### config.mk
export PLATFORM = sky130hd
export DESIGN_NAME = io_sys
export DESIGN_NICKNAME = d
export VERILOG_FILES = /design/src/io_pkg.sv /design/src/ms_timer.sv /design/src/watchdog.sv /design/src/proc_timers.sv /design/src/sys_ctrl.sv /design/src/io_sys.sv
export SDC_FILE = /design/constraint.sdc
export NUM_CORES = 1
export LEC_CHECK = 0
export CORE_ASPECT_RATIO = 0.7
export CORE_UTILIZATION = 55
export CTS_CLUSTER_SIZE = 28
export DETAILED_ROUTE_END_ITERATION = 8
export DONT_BUFFER_PORTS = 1
export PLACE_DENSITY = 0.69
export REMOVE_ABC_BUFFERS = 1
export SYNTH_ARGS = -nofsm -noshare
export SYNTH_HDL_FRONTEND = slang
export SYNTH_SLANG_ARGS = --single-unit
export TNS_END_PERCENT = 5
### constraint.sdc
create_clock -name clk -period 6.7 [get_ports clk]
set_input_delay 0.335 -clock clk [delete_from_list [all_inputs] [get_ports clk]]
set_output_delay 0.335 -clock clk [all_outputs]
set_load 0.01 [all_outputs]
### src/io_pkg.sv
/*
  I/O subsystem package
  word, address and error vector types
  I/O window address map, tick divider, process timer count
*/

package io_pkg;

  // ------------------------------
  // data types
  // ------------------------------

  // bus data word
  typedef logic [31:0] word_t;
  // word address inside the 64-word I/O window
  typedef logic [5:0]  io_addr_t;
  // program counter value captured on errors
  typedef logic [23:0] cpu_addr_t;
  // error signals into system control
  typedef logic [7:0]  err_vec_t;
  // process timer period, in ticks
  typedef logic [7:0]  ptmr_period_t;
  // watchdog timeout, in ticks
  typedef logic [15:0] wd_timeout_t;

  // ------------------------------
  // timing and sizes
  // ------------------------------

  // clocks per tick, scaled down for simulation
  localparam int TICK_DIV   = 8;
  localparam int TICK_CNT_W = $clog2(TICK_DIV);
  localparam int NUM_PTMR   = 8;

  // ------------------------------
  // address map, word addresses
  // ------------------------------
  localparam io_addr_t ADDR_PTMR = 6'd31;
  localparam io_addr_t ADDR_WD   = 6'd36;
  // two words, 46 and 47
  localparam io_addr_t ADDR_SCR  = 6'd46;
  localparam io_addr_t ADDR_TMR  = 6'd48;

endpackage

### src/ms_timer.sv
/*
  Millisecond timer
  tick prescaler, running tick count since reset
*/

`timescale 1ns/1ps

module ms_timer (
  input  logic          clk,
  input  logic          arst_n,
  input  logic          stb,
  output io_pkg::word_t rdata,
  output logic          ack,
  // one-cycle pulse every TICK_DIV clocks
  output logic          tick
);

  logic [io_pkg::TICK_CNT_W-1:0] pre_cnt;
  io_pkg::word_t                 ms_cnt;

  // ------------------------------
  // prescaler
  // ------------------------------
  // wraps after TICK_DIV clocks
  always_ff @(posedge clk or negedge arst_n) begin
    if (!arst_n) begin
      pre_cnt <= '0;
    end else if (tick) begin
      pre_cnt <= '0;
    end else begin
      pre_cnt <= pre_cnt + 1'b1;
    end
  end

  // high in the last clock of each period, so first on clock 8
  assign tick = (pre_cnt == io_pkg::TICK_CNT_W'(io_pkg::TICK_DIV - 1));

  // ------------------------------
  // tick counter
  // ------------------------------
  always_ff @(posedge clk or negedge arst_n) begin
    if (!arst_n) begin
      ms_cnt <= '0;
    end else if (tick) begin
      ms_cnt <= ms_cnt + 1'b1;
    end
  end

  // read only, writes just get acked
  assign rdata = ms_cnt;
  assign ack   = stb;

endmodule

### src/watchdog.sv
/*
  Watchdog
  tick based timeout counter, trigger pulse on expiry
  timeout register, zero disables
*/

`timescale 1ns/1ps

module watchdog (
  input  logic          clk,
  input  logic          arst_n,
  input  logic          stb,
  input  logic          we,
  input  io_pkg::word_t wdata,
  input  logic          tick,
  output io_pkg::word_t rdata,
  output logic          ack,
  output logic          trig
);

  io_pkg::wd_timeout_t timeout;
  io_pkg::wd_timeout_t cnt;
  logic                wr;
  logic                en;

  assign wr = stb && we;
  assign en = (timeout != '0);

  // expiry on the tick that brings the count to the timeout
  assign trig = tick && en && (cnt == timeout - 1'b1);

  // ------------------------------
  // timeout and count
  // ------------------------------
  always_ff @(posedge clk or negedge arst_n) begin
    if (!arst_n) begin
      timeout <= '0;
      cnt     <= '0;
    end else if (wr) begin
      // a rewrite also serves as the kick
      timeout <= wdata[15:0];
      cnt     <= '0;
    end else if (trig) begin
      // restart for the next period
      cnt <= '0;
    end else if (tick && en) begin
      cnt <= cnt + 1'b1;
    end
  end

  // ------------------------------
  // bus side
  // ------------------------------
  assign rdata = {16'b0, timeout};
  assign ack   = stb;

endmodule

### src/proc_timers.sv
/*
  Process timers
  NUM_PTMR periodic tick counters with sticky ready bits
  period config writes, ready clear by mask
*/

`timescale 1ns/1ps

module proc_timers (
  input  logic          clk,
  input  logic          arst_n,
  input  logic          stb,
  input  logic          we,
  input  io_pkg::word_t wdata,
  input  logic          tick,
  output io_pkg::word_t rdata,
  output logic          ack
);

  io_pkg::ptmr_period_t        period [io_pkg::NUM_PTMR];
  io_pkg::ptmr_period_t        cnt    [io_pkg::NUM_PTMR];
  logic [io_pkg::NUM_PTMR-1:0] ready;
  logic [io_pkg::NUM_PTMR-1:0] done;
  logic [io_pkg::NUM_PTMR-1:0] cfg_hit;
  logic                        cfg_wr;
  logic                        clr_wr;
  logic [2:0]                  sel;

  // bit 31 chooses between period setup and ready clear
  assign cfg_wr = stb && we && !wdata[31];
  assign clr_wr = stb && we && wdata[31];
  assign sel    = wdata[18:16];

  // ------------------------------
  // per timer expiry
  // ------------------------------
  for (genvar g = 0; g < io_pkg::NUM_PTMR; g++) begin : g_done
    // a config write restarts the timer, so no expiry then
    assign cfg_hit[g] = cfg_wr && (sel == 3'(g));
    assign done[g]    = tick && !cfg_hit[g] && (period[g] != '0)
                        && (cnt[g] == period[g] - 1'b1);
  end

  // ------------------------------
  // counters, periods, ready bits
  // ------------------------------
  always_ff @(posedge clk or negedge arst_n) begin
    if (!arst_n) begin
      for (int i = 0; i < io_pkg::NUM_PTMR; i++) begin
        period[i] <= '0;
        cnt[i]    <= '0;
      end
      ready <= '0;
    end else begin
      for (int i = 0; i < io_pkg::NUM_PTMR; i++) begin
        if (cfg_hit[i]) begin
          period[i] <= wdata[7:0];
          cnt[i]    <= '0;
        end else if (done[i]) begin
          cnt[i] <= '0;
        end else if (tick && period[i] != '0) begin
          cnt[i] <= cnt[i] + 1'b1;
        end
        // a new expiry beats a clear in the same cycle
        if (done[i]) begin
          ready[i] <= 1'b1;
        end else if (clr_wr && wdata[i]) begin
          ready[i] <= 1'b0;
        end
      end
    end
  end

  assign rdata = {{(32 - io_pkg::NUM_PTMR){1'b0}}, ready};
  assign ack   = stb;

endmodule

### src/sys_ctrl.sv
/*
  System control
  error capture with cause and PC registers
  software reset and record clear, sys_rst pulse
*/

`timescale 1ns/1ps

module sys_ctrl (
  input  logic              clk,
  input  logic              arst_n,
  input  logic              stb,
  input  logic              we,
  // 0 control and cause, 1 error address
  input  logic              sel,
  input  io_pkg::word_t     wdata,
  input  io_pkg::err_vec_t  err_in,
  input  io_pkg::cpu_addr_t pc_in,
  output io_pkg::word_t     rdata,
  output logic              ack,
  output logic              sys_rst
);

  io_pkg::err_vec_t  cause;
  io_pkg::cpu_addr_t err_addr;
  logic              rec;
  logic              err_hit;
  logic              ctl_wr;
  logic              rst_req;
  logic              rec_clr;

  // control writes only at address 0
  assign ctl_wr  = stb && we && !sel;
  assign rst_req = ctl_wr && wdata[0];
  assign rec_clr = ctl_wr && wdata[1];

  // only the first error is kept
  assign err_hit = !rec && (err_in != '0);

  // ------------------------------
  // error record
  // ------------------------------
  always_ff @(posedge clk or negedge arst_n) begin
    if (!arst_n) begin
      rec      <= 1'b0;
      cause    <= '0;
      err_addr <= '0;
    end else if (err_hit) begin
      rec      <= 1'b1;
      cause    <= err_in;
      err_addr <= pc_in;
    end else if (rec_clr) begin
      rec      <= 1'b0;
      cause    <= '0;
      err_addr <= '0;
    end
  end

  // ------------------------------
  // reset request
  // ------------------------------
  // one clock, together with the capture or after the request write
  always_ff @(posedge clk or negedge arst_n) begin
    if (!arst_n) begin
      sys_rst <= 1'b0;
    end else begin
      sys_rst <= err_hit || rst_req;
    end
  end

  // ------------------------------
  // bus side
  // ------------------------------
  assign rdata = sel ? {8'b0, err_addr} : {24'b0, cause};
  assign ack   = stb;

endmodule

### src/io_sys.sv
/*
  I/O subsystem top level
  address decode into device strobes, error signal vector,
  read data and ack multiplexing
*/

`timescale 1ns/1ps

module io_sys (
  input  logic              clk,
  input  logic              arst_n,
  // bus from the CPU side
  input  logic              bus_stb,
  input  logic              bus_we,
  input  io_pkg::io_addr_t  bus_addr,
  input  io_pkg::word_t     bus_wdata,
  output io_pkg::word_t     bus_rdata,
  output logic              bus_ack,
  // external error sources and PC
  input  logic [1:0]        ext_err,
  input  io_pkg::cpu_addr_t pc_in,
  // reset request to the board reset block
  output logic              sys_rst
);

  // ms timer
  logic             tmr_stb;
  io_pkg::word_t    tmr_rdata;
  logic             tmr_ack;
  logic             tick;
  // watchdog
  logic             wd_stb;
  io_pkg::word_t    wd_rdata;
  logic             wd_ack;
  logic             wd_trig;
  // process timers
  logic             ptmr_stb;
  io_pkg::word_t    ptmr_rdata;
  logic             ptmr_ack;
  // system control
  logic             scr_stb;
  io_pkg::word_t    scr_rdata;
  logic             scr_ack;
  io_pkg::err_vec_t err_vec;

  // ------------------------------
  // address decoding
  // ------------------------------
  assign tmr_stb  = bus_stb && (bus_addr == io_pkg::ADDR_TMR);
  assign wd_stb   = bus_stb && (bus_addr == io_pkg::ADDR_WD);
  assign ptmr_stb = bus_stb && (bus_addr == io_pkg::ADDR_PTMR);
  // scr covers an aligned pair, bit 0 picks the register
  assign scr_stb  = bus_stb && (bus_addr[5:1] == io_pkg::ADDR_SCR[5:1]);

  // bit 0 wd, bits 1..2 external
  assign err_vec = {5'b0, ext_err, wd_trig};

  // ------------------------------
  // devices
  // ------------------------------
  ms_timer u_tmr (
    .clk    (clk),
    .arst_n (arst_n),
    .stb    (tmr_stb),
    .rdata  (tmr_rdata),
    .ack    (tmr_ack),
    .tick   (tick)
  );

  watchdog u_wd (
    .clk    (clk),
    .arst_n (arst_n),
    .stb    (wd_stb),
    .we     (bus_we),
    .wdata  (bus_wdata),
    .tick   (tick),
    .rdata  (wd_rdata),
    .ack    (wd_ack),
    .trig   (wd_trig)
  );

  proc_timers u_ptmr (
    .clk    (clk),
    .arst_n (arst_n),
    .stb    (ptmr_stb),
    .we     (bus_we),
    .wdata  (bus_wdata),
    .tick   (tick),
    .rdata  (ptmr_rdata),
    .ack    (ptmr_ack)
  );

  sys_ctrl u_scr (
    .clk     (clk),
    .arst_n  (arst_n),
    .stb     (scr_stb),
    .we      (bus_we),
    .sel     (bus_addr[0]),
    .wdata   (bus_wdata),
    .err_in  (err_vec),
    .pc_in   (pc_in),
    .rdata   (scr_rdata),
    .ack     (scr_ack),
    .sys_rst (sys_rst)
  );

  // ------------------------------
  // read data and ack muxing
  // ------------------------------
  // unmapped gives zero data, no ack
  assign bus_rdata =
    tmr_stb  ? tmr_rdata  :
    scr_stb  ? scr_rdata  :
    wd_stb   ? wd_rdata   :
    ptmr_stb ? ptmr_rdata :
    '0;

  assign bus_ack =
    tmr_stb  ? tmr_ack  :
    scr_stb  ? scr_ack  :
    wd_stb   ? wd_ack   :
    ptmr_stb ? ptmr_ack :
    1'b0;

endmodule

# Word level (Yosys, flattened, before mapping)
# Cells that the tools add are included.
[word_totals]
regBits = 237
input_bits = 68
out_inout_bits = 34
word_cells = 236
[op_classes]
add_sub_neg = 20
mux = 59
n_reduce_logical = 104
n_eq_ne = 21
[ops]
columns = ["op", "count"]
rows = [
  ["two-way mux 8 bit", 27],
  ["two-way mux 24 bit", 3],
  ["nonzero test 8 bit", 9],
  ["adder 8 x 1 -> 8 bit, second input constant", 8],
  ["== test 8 bit", 8],
  ["two-way mux 16 bit", 4],
  ["two-way mux 32 bit", 2],
  ["subtractor 8 x 1 -> 8 bit, second input constant", 8],
  ["logical AND 1 bit", 63],
  ["adder 32 x 1 -> 32 bit, second input constant", 1],
  ["nonzero test 3 bit", 9],
  ["two-way mux 1 bit", 22],
  ["nonzero test 2 bit", 9],
  ["adder 16 x 1 -> 16 bit, second input constant", 1],
  ["== test 16 bit", 1],
  ["nonzero test 16 bit", 1],
  ["subtractor 16 x 1 -> 16 bit, second input constant", 1],
  ["== test 3 bit, second input constant", 5],
  ["== test 6 bit, second input constant", 2],
  ["zero test 1 bit", 11],
  ["== test 3 x 2 -> 1 bit, second input constant", 2],
  ["== test 6 x 5 -> 1 bit, second input constant", 1],
  ["== test 5 bit, second input constant", 1],
  ["adder 3 x 1 -> 3 bit, second input constant", 1],
  ["other kinds (4)", 4],
]

# Depth between registers and ports, before layout
# Gate-level depths: netlist of the first run.
[logic_depth]
ltp_word = 11
depth_mapped = 11

# Cells and area by module
# From an unflattened synthesis of the first run, not the netlist that was laid out.
[hier_totals]
cells_unflattened = 1710
hier_area_um2 = 15502.4
[by_module_without_submodules]
columns = ["mod", "n_inst", "cells_each", "seq_area_each_um2", "area_per_inst_um2"]
rows = [
  ["proc_timers", 1, 899, 3403.3, 8359.3],
  ["watchdog", 1, 241, 800.8, 2199.6],
  ["sys_ctrl", 1, 182, 850.8, 1765.4],
  ["io_sys", 1, 251, 0.0, 1592.8],
  ["ms_timer", 1, 137, 875.8, 1585.3],
]

# Worst setup path after synthesis of the first run
# OpenSTA, ideal clock, no wires.
[synth_timing]
kind = "register -> register"
start = "register u_wd.timeout[7]"
end = "register u_scr.err_addr[10]"
t_required_ps = 6576
arrival_time_ps = 2641
path_stages_with_launch = 10
n_path_buf = 2
setup_slack_ps = 3935
setup_ps = 124
path_cell_list = "dfrtp_1 buf_6 or4_4 or3_1 o21ai_1 nand3_1 nor4_4 nor4b_4 buf_6 o21ai_2"
[synth_via]
elab_chain_cells = 6
[synth_lines]
columns = ["item", "line_no", "rtl"]
rows = [
  ["start, declared", "watchdog.sv:21", "io_pkg::wd_timeout_t timeout;"],
  ["start signal, assigned", "watchdog.sv:41", "timeout <= wdata[15:0];"],
  ["subtractor 16 x 1 -> 16 bit or nonzero test 16 bit (tied branches)", "watchdog.sv:30, watchdog.sv:27", ""],
  ["== test 16 bit or logical AND 1 bit (tied branches)", "watchdog.sv:30", "assign trig = tick && en && (cnt == timeout - 1'b1);"],
  ["logical AND 1 bit *", "watchdog.sv:30", ""],
  ["nonzero test 8 bit *", "sys_ctrl.sv:38", "assign err_hit = !rec && (err_in != '0);"],
  ["logical AND 1 bit *", "sys_ctrl.sv:38", ""],
  ["two-way mux 24 bit or nonzero test 2 bit (tied branches)", "n/a", ""],
  ["end signal, assigned", "sys_ctrl.sv:51", "err_addr <= pc_in;"],
  ["end, declared", "sys_ctrl.sv:25", "io_pkg::cpu_addr_t err_addr;"],
]
# Mark *: on every way between the ends. The rest lies on a longest branch, timed or not.
# A chain may end at the register's enable or synchronous reset.

# Worst setup path after layout of the first run
[layout_timing]
start = "register u_wd.timeout[6]"
end = "register u_scr.cause[2]"
[layout_via]
elab_chain_cells = 6
[layout_lines]
columns = ["item", "line_no", "rtl"]
rows = [
  ["subtractor 16 x 1 -> 16 bit or nonzero test 16 bit (tied branches)", "watchdog.sv:30, watchdog.sv:27", ""],
  ["== test 16 bit or logical AND 1 bit (tied branches)", "watchdog.sv:30", ""],
  ["logical AND 1 bit *", "watchdog.sv:30", ""],
  ["nonzero test 8 bit *", "sys_ctrl.sv:38", ""],
  ["logical AND 1 bit *", "sys_ctrl.sv:38", ""],
  ["two-way mux 8 bit or nonzero test 2 bit (tied branches)", "n/a", ""],
  ["end signal, assigned", "sys_ctrl.sv:50", "cause <= err_in;"],
  ["end, declared", "sys_ctrl.sv:24", "io_pkg::err_vec_t cause;"],
]
# Marked as above.

==> impl_metrics.env, run 1 <==
export IMPL_seqPwrFrac_pct=46.5
export IMPL_clk_path_buf_depth=3
export IMPL_met2_usage_pct=38.59
export IMPL_synth_top_family_by_area="simple AND/OR/NAND/NOR gates"
export IMPL_synth_seq_cells=232
export IMPL_die_area_sq_um=25850
export IMPL_fill_cells=2024
export IMPL_critical_path_max_stage_delay_ns=0.94
export IMPL_rr_worst_depth=7
export IMPL_chipHeight_um=134.8
export IMPL_relSlewSlack_pct=17.17
export IMPL_r2r_end="u_scr.cause[2]$_DFFE_PN0P_"
export IMPL_drtPass1Iterations=5
export IMPL_ys_warn_count=0
export IMPL_clock_latency_ns=0.53
export IMPL_cts_clk_slew_worst_paths_ns=0.06
export IMPL_crit_arrival_ns=4.37
export IMPL_die_width_um=191.8
export IMPL_ios=102
export IMPL_finalSetupTns_ns=0
export IMPL_synth_edf_count=0
export IMPL_status="complete, but fails checks"
export IMPL_p_per_area_nw_per_um2=223.9
export IMPL_post_cts_setup_buffers=0
export IMPL_async_flop_share_pct=100.0
export IMPL_yosys_area_share_simple_pct=21.69
export IMPL_synth_mux_area_share_pct=6.661
export IMPL_cp_max_fo=26
export IMPL_setup_viol=0
export IMPL_finalCriticalPeriod_ns=3.915
export IMPL_grt_busiest_layer="met1"
export IMPL_met1_usage_pct=41.80
export IMPL_met3_usage_pct=4.860
export IMPL_mostFrequentLayoutCells="dfrtp_1, nand2_1, o21ai_0"
export IMPL_grt_start_max_net_pins=233
export IMPL_critPathCaptureType="flop"
export IMPL_maxSlewViolCount=0
export IMPL_p_switching_mw=0.8850
export IMPL_globalplace_congestion=0.8635
export IMPL_clock_sinks=232
export IMPL_coreArea_sq_um=24680
export IMPL_yosysUniqueCellTypes=76
export IMPL_power_clock_fraction_pct=43.2
export IMPL_critPathLaunchType="flop"
export IMPL_synth_xor_area_share_pct=9.920
export IMPL_r2r_start="u_wd.timeout[6]$_DFFE_PN0P_"
export IMPL_antennaDiodeCount=0
export IMPL_worstPathCellList="or4_4, or3_1, o2111a_1, nor2_2, nor3b_2, o31ai_1, dlygate4sd3_1"
export IMPL_cts_tree="yes"
export IMPL_worst_path_max_delay_cell="nor2_2"
export IMPL_rsz0062_at_grt="false"
export IMPL_worstHoldPathType="primary input to async pin"
export IMPL_grt_usage_pct=26.79
export IMPL_grt_pass1_vias=10250
export IMPL_h_tree_depth=1
export IMPL_fmax_mhz=255.4
export IMPL_sw_frac_of_total_pct=26.14
export IMPL_synth_compound_area_share_pct=13.69
export IMPL_power_leakage_nw=6.629
export IMPL_grt_pass1_wl_mm=55.31
export IMPL_post_dp_hpwl_mm=22.74
export IMPL_drv_cap=0
export IMPL_cp_required_ns=7.15
export IMPL_first_iter_violations=848
export IMPL_layout_commonest_cell="dfrtp_1"
export IMPL_via_per_inst=6.133
export IMPL_fin_area_sq_um=15120
export IMPL_synth_area_sq_um=13860
export IMPL_port_buffers=0
export IMPL_clockRootBuffer="clkbuf_16"
export IMPL_grt_overflow=0
export IMPL_total_power_mw=3.386
export IMPL_ff2ff_setup_slack_ns=2.79
export IMPL_hold_viol_final=20
export IMPL_pwr_share_comb_pct=10.3
export IMPL_vias=10960
export IMPL_row_count=48
export IMPL_ir_drop_mv=0.1731
export IMPL_drive_gt1_share_pct=11.01
export IMPL_power_internal_mw=2.501
export IMPL_wl_per_cell_um=19.20
export IMPL_violations="negative hold slack"
export IMPL_clock_skew_ns=0.01455
export IMPL_ys_seq_area_share_pct=41.88
export IMPL_wirelength_mm=34.31
export IMPL_layout_nets=1542
export IMPL_antenna_left=0
export IMPL_antenna_found_initial=2
export IMPL_syn_area_per_cell_sq_um=9.462
export IMPL_cts_buffers=25
export IMPL_worst_hold_slack_ns=-0.06325
export IMPL_post_dp_cell_area_sq_um=14020
export IMPL_ys_flop_type="dfrtp_1"
export IMPL_start_util_pct=56.16
export IMPL_area_growth_pct=9.071
export IMPL_fin_crit_sh_pct=58.43
export IMPL_drc_errors=0
export IMPL_synthAdderAreaFrac_pct=2.708
export IMPL_synth_cells=1465
export IMPL_tightest_slew_ns=1.241
export IMPL_worst_setup_path_type="flop to flop"
==> per-layer routing <==
metal  vias up  routed length (um)
li1       5200                   -
met1      5426               17250
met2       287               14400
met3        45                2067
met4         2                 577
met5         -                  13
==> critical path, delay by kind of cell, from the launching register on <==
| kind | cells | cell delay (ns) |
|---|---|---|
| AOI/OAI and AO/OA | 2 | 0.54 |
| DFF | 1 | 0.48 |
| and+or+nand+nor | 4 | 2.23 |
| buffers and inverters | 1 | 0.57 |
==> through the flow <==
stage	setup WS, ns	utilization, %	hold slack (ns)	instances
final	2.785	61.25	-0.06325	1787
after global routing	2.532	61.25	0.01241	1787
after global placement	3.089	56.80	0.04703	1720
after CTS	2.841	61.25	0.003487	1787
after detailed placement	3.054	56.80	0.04808	1720
after floorplan	2.673	-	0.03941	1386
==> how the worst max path moves through the flow <==
stage | start | endpoint | slack, ns | cells after the start
2_1_floorplan | u_wd.timeout[6]$_DFFE_PN0P_ | u_scr.err_addr[0]$_DFFE_PN0P_ | 2.67 | 7
3_3_place_gp | u_tmr.pre_cnt[0]$_DFF_PN0_ | u_scr.err_addr[3]$_DFFE_PN0P_ | 3.09 | 9
3_5_place_dp | u_wd.timeout[6]$_DFFE_PN0P_ | u_wd.cnt[3]$_DFFE_PN0P_ | 3.05 | 7
4_1_cts | u_wd.timeout[6]$_DFFE_PN0P_ | u_scr.cause[2]$_DFFE_PN0P_ | 2.84 | 7
5_1_grt | u_tmr.pre_cnt[0]$_DFF_PN0_ | u_scr.cause[2]$_DFFE_PN0P_ | 2.53 | 9
6_report | u_wd.timeout[6]$_DFFE_PN0P_ | u_scr.cause[2]$_DFFE_PN0P_ | 2.79 | 7
==> cell families after synthesis <==
logic type / after synthesis
compound gates: 284
xor+xnor: 157
fa+ha+maj: 30
buf+inv: 118
flops: 232
mux: 83
simple gates: 561
==> power groups by stage <==
stage               clock network (mW)  logic [mW]  registers (mW)
finish                            1.46       0.347            1.57
global route                      1.54       0.392            1.59
CTS                               1.49       0.348            1.57
detailed placement                   0       0.296            1.60
global placement                     0       0.284            1.59
floorplan                            0       0.246            1.57
==> synth_stat cells (all sizes together), types with 17 or more instances <==
master,n,share of area [%]
clkbuf,68,1.9
a21oi,22,0.79
ha,30,2.7
xor2,77,4.9
dfrtp,232,42
o21ai,114,4.7
nor2,54,1.5
and3,36,1.6
nand3,85,3.1
nor4,21,1.1
nor3b,64,3.5
mux2,74,6.0
nor3,42,1.6
xnor2,80,5.1
nor2b,17,0.77
a22oi,22,1.2
and2,23,1.0
nand2,158,4.3
a31oi,33,1.5
inv,39,1.1
==> flip-flops by register name (all words and copies together) (netlist names) <==
name            count
u_ptmr.cnt         64
u_ptmr.period      64
u_tmr.rdata        32
u_scr.err_addr     24
u_wd.cnt           16
u_wd.timeout       16
u_ptmr.ready        8
u_scr.cause         3
u_tmr.pre_cnt       3
u_scr.rec           1
u_scr.sys_rst       1
==> what timing repair did <==
action                                  4_1_cts  5_1_grt
endpoints found under the setup margin        0        0
endpoints found under the hold margin       318        0
hold buffers                                 22        0
resized for setup                             0        0
==> layout make-up <==
class / count / area [sq um] / share of cell area, %
Multi-Input combinational cell: 1115 / 7595 / 50.23
Sequential cell: 232 / 5806 / 38.40
Clock buffer: 32 / 681.9 / 4.510
Tap cell: 325 / 406.6 / 2.690
Timing Repair Buffer: 31 / 305.3 / 2.019
Clock inverter: 13 / 178.9 / 1.183
Inverter: 39 / 146.4 / 0.9682
Power figures use the tool's default switching activity.
==> run 2, diff against run 1 <==
Settings changed: ABC_AREA set to 1.
Clock period 6.7 ns to 3.7 ns, I/O delays scaled along.
==> impl_metrics.env, run 2 <==
export IMPL_status="complete, but fails checks"
export IMPL_violations="negative hold slack"
export IMPL_place_ws_ns=1.045
export IMPL_wirelength_mm=34.34
export IMPL_h_tree_depth=1
export IMPL_drc_errors=0
export IMPL_setup_viol=0
export IMPL_seqPwrFrac_pct=47.8
export IMPL_postCtsResizedCells=0
export IMPL_crit_top_cell="nand2_1"
export IMPL_p_switching_mw=1.633
export IMPL_rsz0062_at_grt="false"
export IMPL_cts_hold_buffers=46
export IMPL_grt_start_max_net_pins=233
export IMPL_critPathLaunchType="flop"
export IMPL_grt_usage_pct=27.73
export IMPL_clockRootBuffer="clkbuf_16"
export IMPL_fill_cells=2105
export IMPL_area_growth_pct=11.44
export IMPL_vias=11590
export IMPL_critPathCaptureType="flop"
export IMPL_ff2ff_setup_slack_ns=0.97
export IMPL_crit_arrival_ns=3.21
export IMPL_pwr_share_comb_pct=10.6
export IMPL_power_internal_mw=4.561
export IMPL_grt_overflow=0
export IMPL_async_flop_share_pct=100.0
export IMPL_fin_ws_ns=0.9652
export IMPL_worstPathCellList="inv_1, ha_1, nand2_1, nor2_4, nand2_1, nand2_1, nand2_1, nor2_1, nand2_1, nor2_1, nand3_2, nand2_2, nand2_1, nand2_1"
export IMPL_synth_area_leaders="dfrtp_1, nand2_1, xor2_1"
export IMPL_path_buf_inv=1
export IMPL_clock_sinks=232
export IMPL_cp_startpoint="u_wd.timeout[0]$_DFFE_PN0P_"
export IMPL_cts_clk_slew_worst_paths_ns=0.07
export IMPL_netlist_area_leader_share_pct=42.44
export IMPL_finalSetupTns_ns=0
export IMPL_synth_edf_count=0
export IMPL_via_per_inst=5.467
export IMPL_rr_worst_depth=14
export IMPL_post_cts_setup_buffers=0
export IMPL_drtPass1Iterations=6
export IMPL_layout_commonest_cell="nand2_1"
export IMPL_synthTopCellsByCount="nand2_1, dfrtp_1, inv_1"
export IMPL_clock_latency_ns=0.54
export IMPL_ios=102
export IMPL_port_buffers=0
export IMPL_globalplace_congestion=0.8965
export IMPL_critical_path_max_stage_delay_ns=0.40
export IMPL_worstHoldPathType="primary input to async pin"
export IMPL_sw_frac_of_total_pct=26.37
export IMPL_row_count=47
export IMPL_worst_path_max_delay_cell="nand2_2"
export IMPL_fin_crit_sh_pct=73.91
export IMPL_mostFrequentLayoutCells="nand2_1, dfrtp_1, inv_1"
export IMPL_chipHeight_um=134.0
export IMPL_cp_required_ns=4.17
export IMPL_drive_gt1_share_pct=4.162
export IMPL_clock_skew_ns=0.01179
export IMPL_maxSlewViolCount=0
export IMPL_ys_flop_type="dfrtp_1"
export IMPL_ys_warn_count=0
export IMPL_grt_pass1_wl_mm=56.65
export IMPL_yosys_area_top_type="dfrtp_1"
export IMPL_clk_path_buf_depth=3
export IMPL_synth_seq_cells=232
export IMPL_coreArea_sq_um=23990
export IMPL_fmax_mhz=365.7
export IMPL_synth_cells=1744
export IMPL_cp_max_fo=24
export IMPL_first_iter_violations=965
export IMPL_syn_area_per_cell_sq_um=7.844
export IMPL_finalCriticalPeriod_ns=2.735
export IMPL_ys_seq_area_share_pct=42.44
export IMPL_hold_viol_final=232
export IMPL_grt_pass1_vias=10970
export IMPL_antennaDiodeCount=0
export IMPL_post_dp_hpwl_mm=23.46
export IMPL_tightest_slew_ns=0.8792
export IMPL_r2r_start="u_wd.timeout[0]$_DFFE_PN0P_"
export IMPL_ir_drop_mv=0.4849
export IMPL_relSlewSlack_pct=40.95
export IMPL_antenna_found_initial=0
export IMPL_layout_nets=1883
export IMPL_worst_hold_slack_ns=-0.6631
export IMPL_die_width_um=190.5
export IMPL_power_leakage_nw=7.401
export IMPL_drv_cap=0
export IMPL_r2r_end="u_scr.err_addr[7]$_DFFE_PN0P_"
export IMPL_synth_area_sq_um=13680
export IMPL_worst_path_stages=14
export IMPL_cts_buffers=25
export IMPL_worst_setup_path_type="flop to flop"
export IMPL_p_per_area_nw_per_um2=406.3
export IMPL_antenna_left=0
export IMPL_die_area_sq_um=25520
export IMPL_cts_tree="yes"
export IMPL_synth_most_common_cell="nand2_1"
export IMPL_yosysUniqueCellTypes=50
export IMPL_wl_per_cell_um=16.20
export IMPL_start_util_pct=57.02
export IMPL_power_clock_fraction_pct=41.6
export IMPL_path_delay_family="simple AND/OR/NAND/NOR gates"
run 2: through the flow:
stage / total power [mW] / area [sq um] / instances / hold slack, ns / util (%)
after CTS: 6.214 / 15250 / 2120 / -0.6676 / 63.54
after global routing: 6.453 / 15250 / 2120 / -0.6824 / 63.54
after detailed placement: 3.596 / 13940 / 2030 / -0.09765 / 58.09
final: 6.194 / 15250 / 2120 / -0.6631 / 63.54
after global placement: 3.564 / 13940 / 2030 / -0.09665 / 58.09
after floorplan: 3.425 / 13510 / 1708 / -0.1106 / -
run 2: power by group through the flow:
stage / Combinational (mW) / Clock [mW] / Sequential, mW
2_1_floorplan: 0.485 / 0 / 2.94
3_3_place_gp: 0.578 / 0 / 2.99
3_5_place_dp: 0.604 / 0 / 2.99
4_1_cts: 0.648 / 2.62 / 2.95
5_1_grt: 0.749 / 2.72 / 2.99
6_report: 0.658 / 2.58 / 2.96
run 2: layout make-up:
cell class,count,area (sq um),area share [%]
clock buffer,37,780.7,5.121
tap,318,397.9,2.610
sequential,232,5806,38.08
inverter,194,730.7,4.793
multi-input combinational,1282,6974,45.74
clock inverter,7,66.31,0.4350
timing repair buffer,50,490.5,3.217
run 2: per-layer routing:
layer  share of wire [%]  wire length [um]  track usage [%]  vias up
li1                    -                 -                -     5753
met1                  50             17080            43.16     5480
met2                  42             14410            39.62      312
met3                 6.5              2227            5.495       45
met4                 1.8               618            5.733        0
met5                   0                 0                0        -
run 2: how the worst max path moves through the flow:
stage / slack (ns) / endpoint
2_1_floorplan: 1.28 / u_wd.cnt[10]$_DFFE_PN0P_
3_3_place_gp: 1.10 / u_tmr.rdata[31]$_DFFE_PN0P_
3_5_place_dp: 1.05 / u_tmr.rdata[31]$_DFFE_PN0P_
4_1_cts: 1.02 / u_tmr.rdata[31]$_DFFE_PN0P_
5_1_grt: 0.73 / u_scr.err_addr[6]$_DFFE_PN0P_
6_report: 0.97 / u_scr.err_addr[7]$_DFFE_PN0P_
run 2: logic make-up after synthesis:
logic type	share of synthesized area [%]
xor gates and xnor gates	11.72
buffers and inverters	6.603
DFF	42.44
and+or+nand+nor	27.97
AOI/OAI and AO/OA	8.533
adders and majority gates	2.744
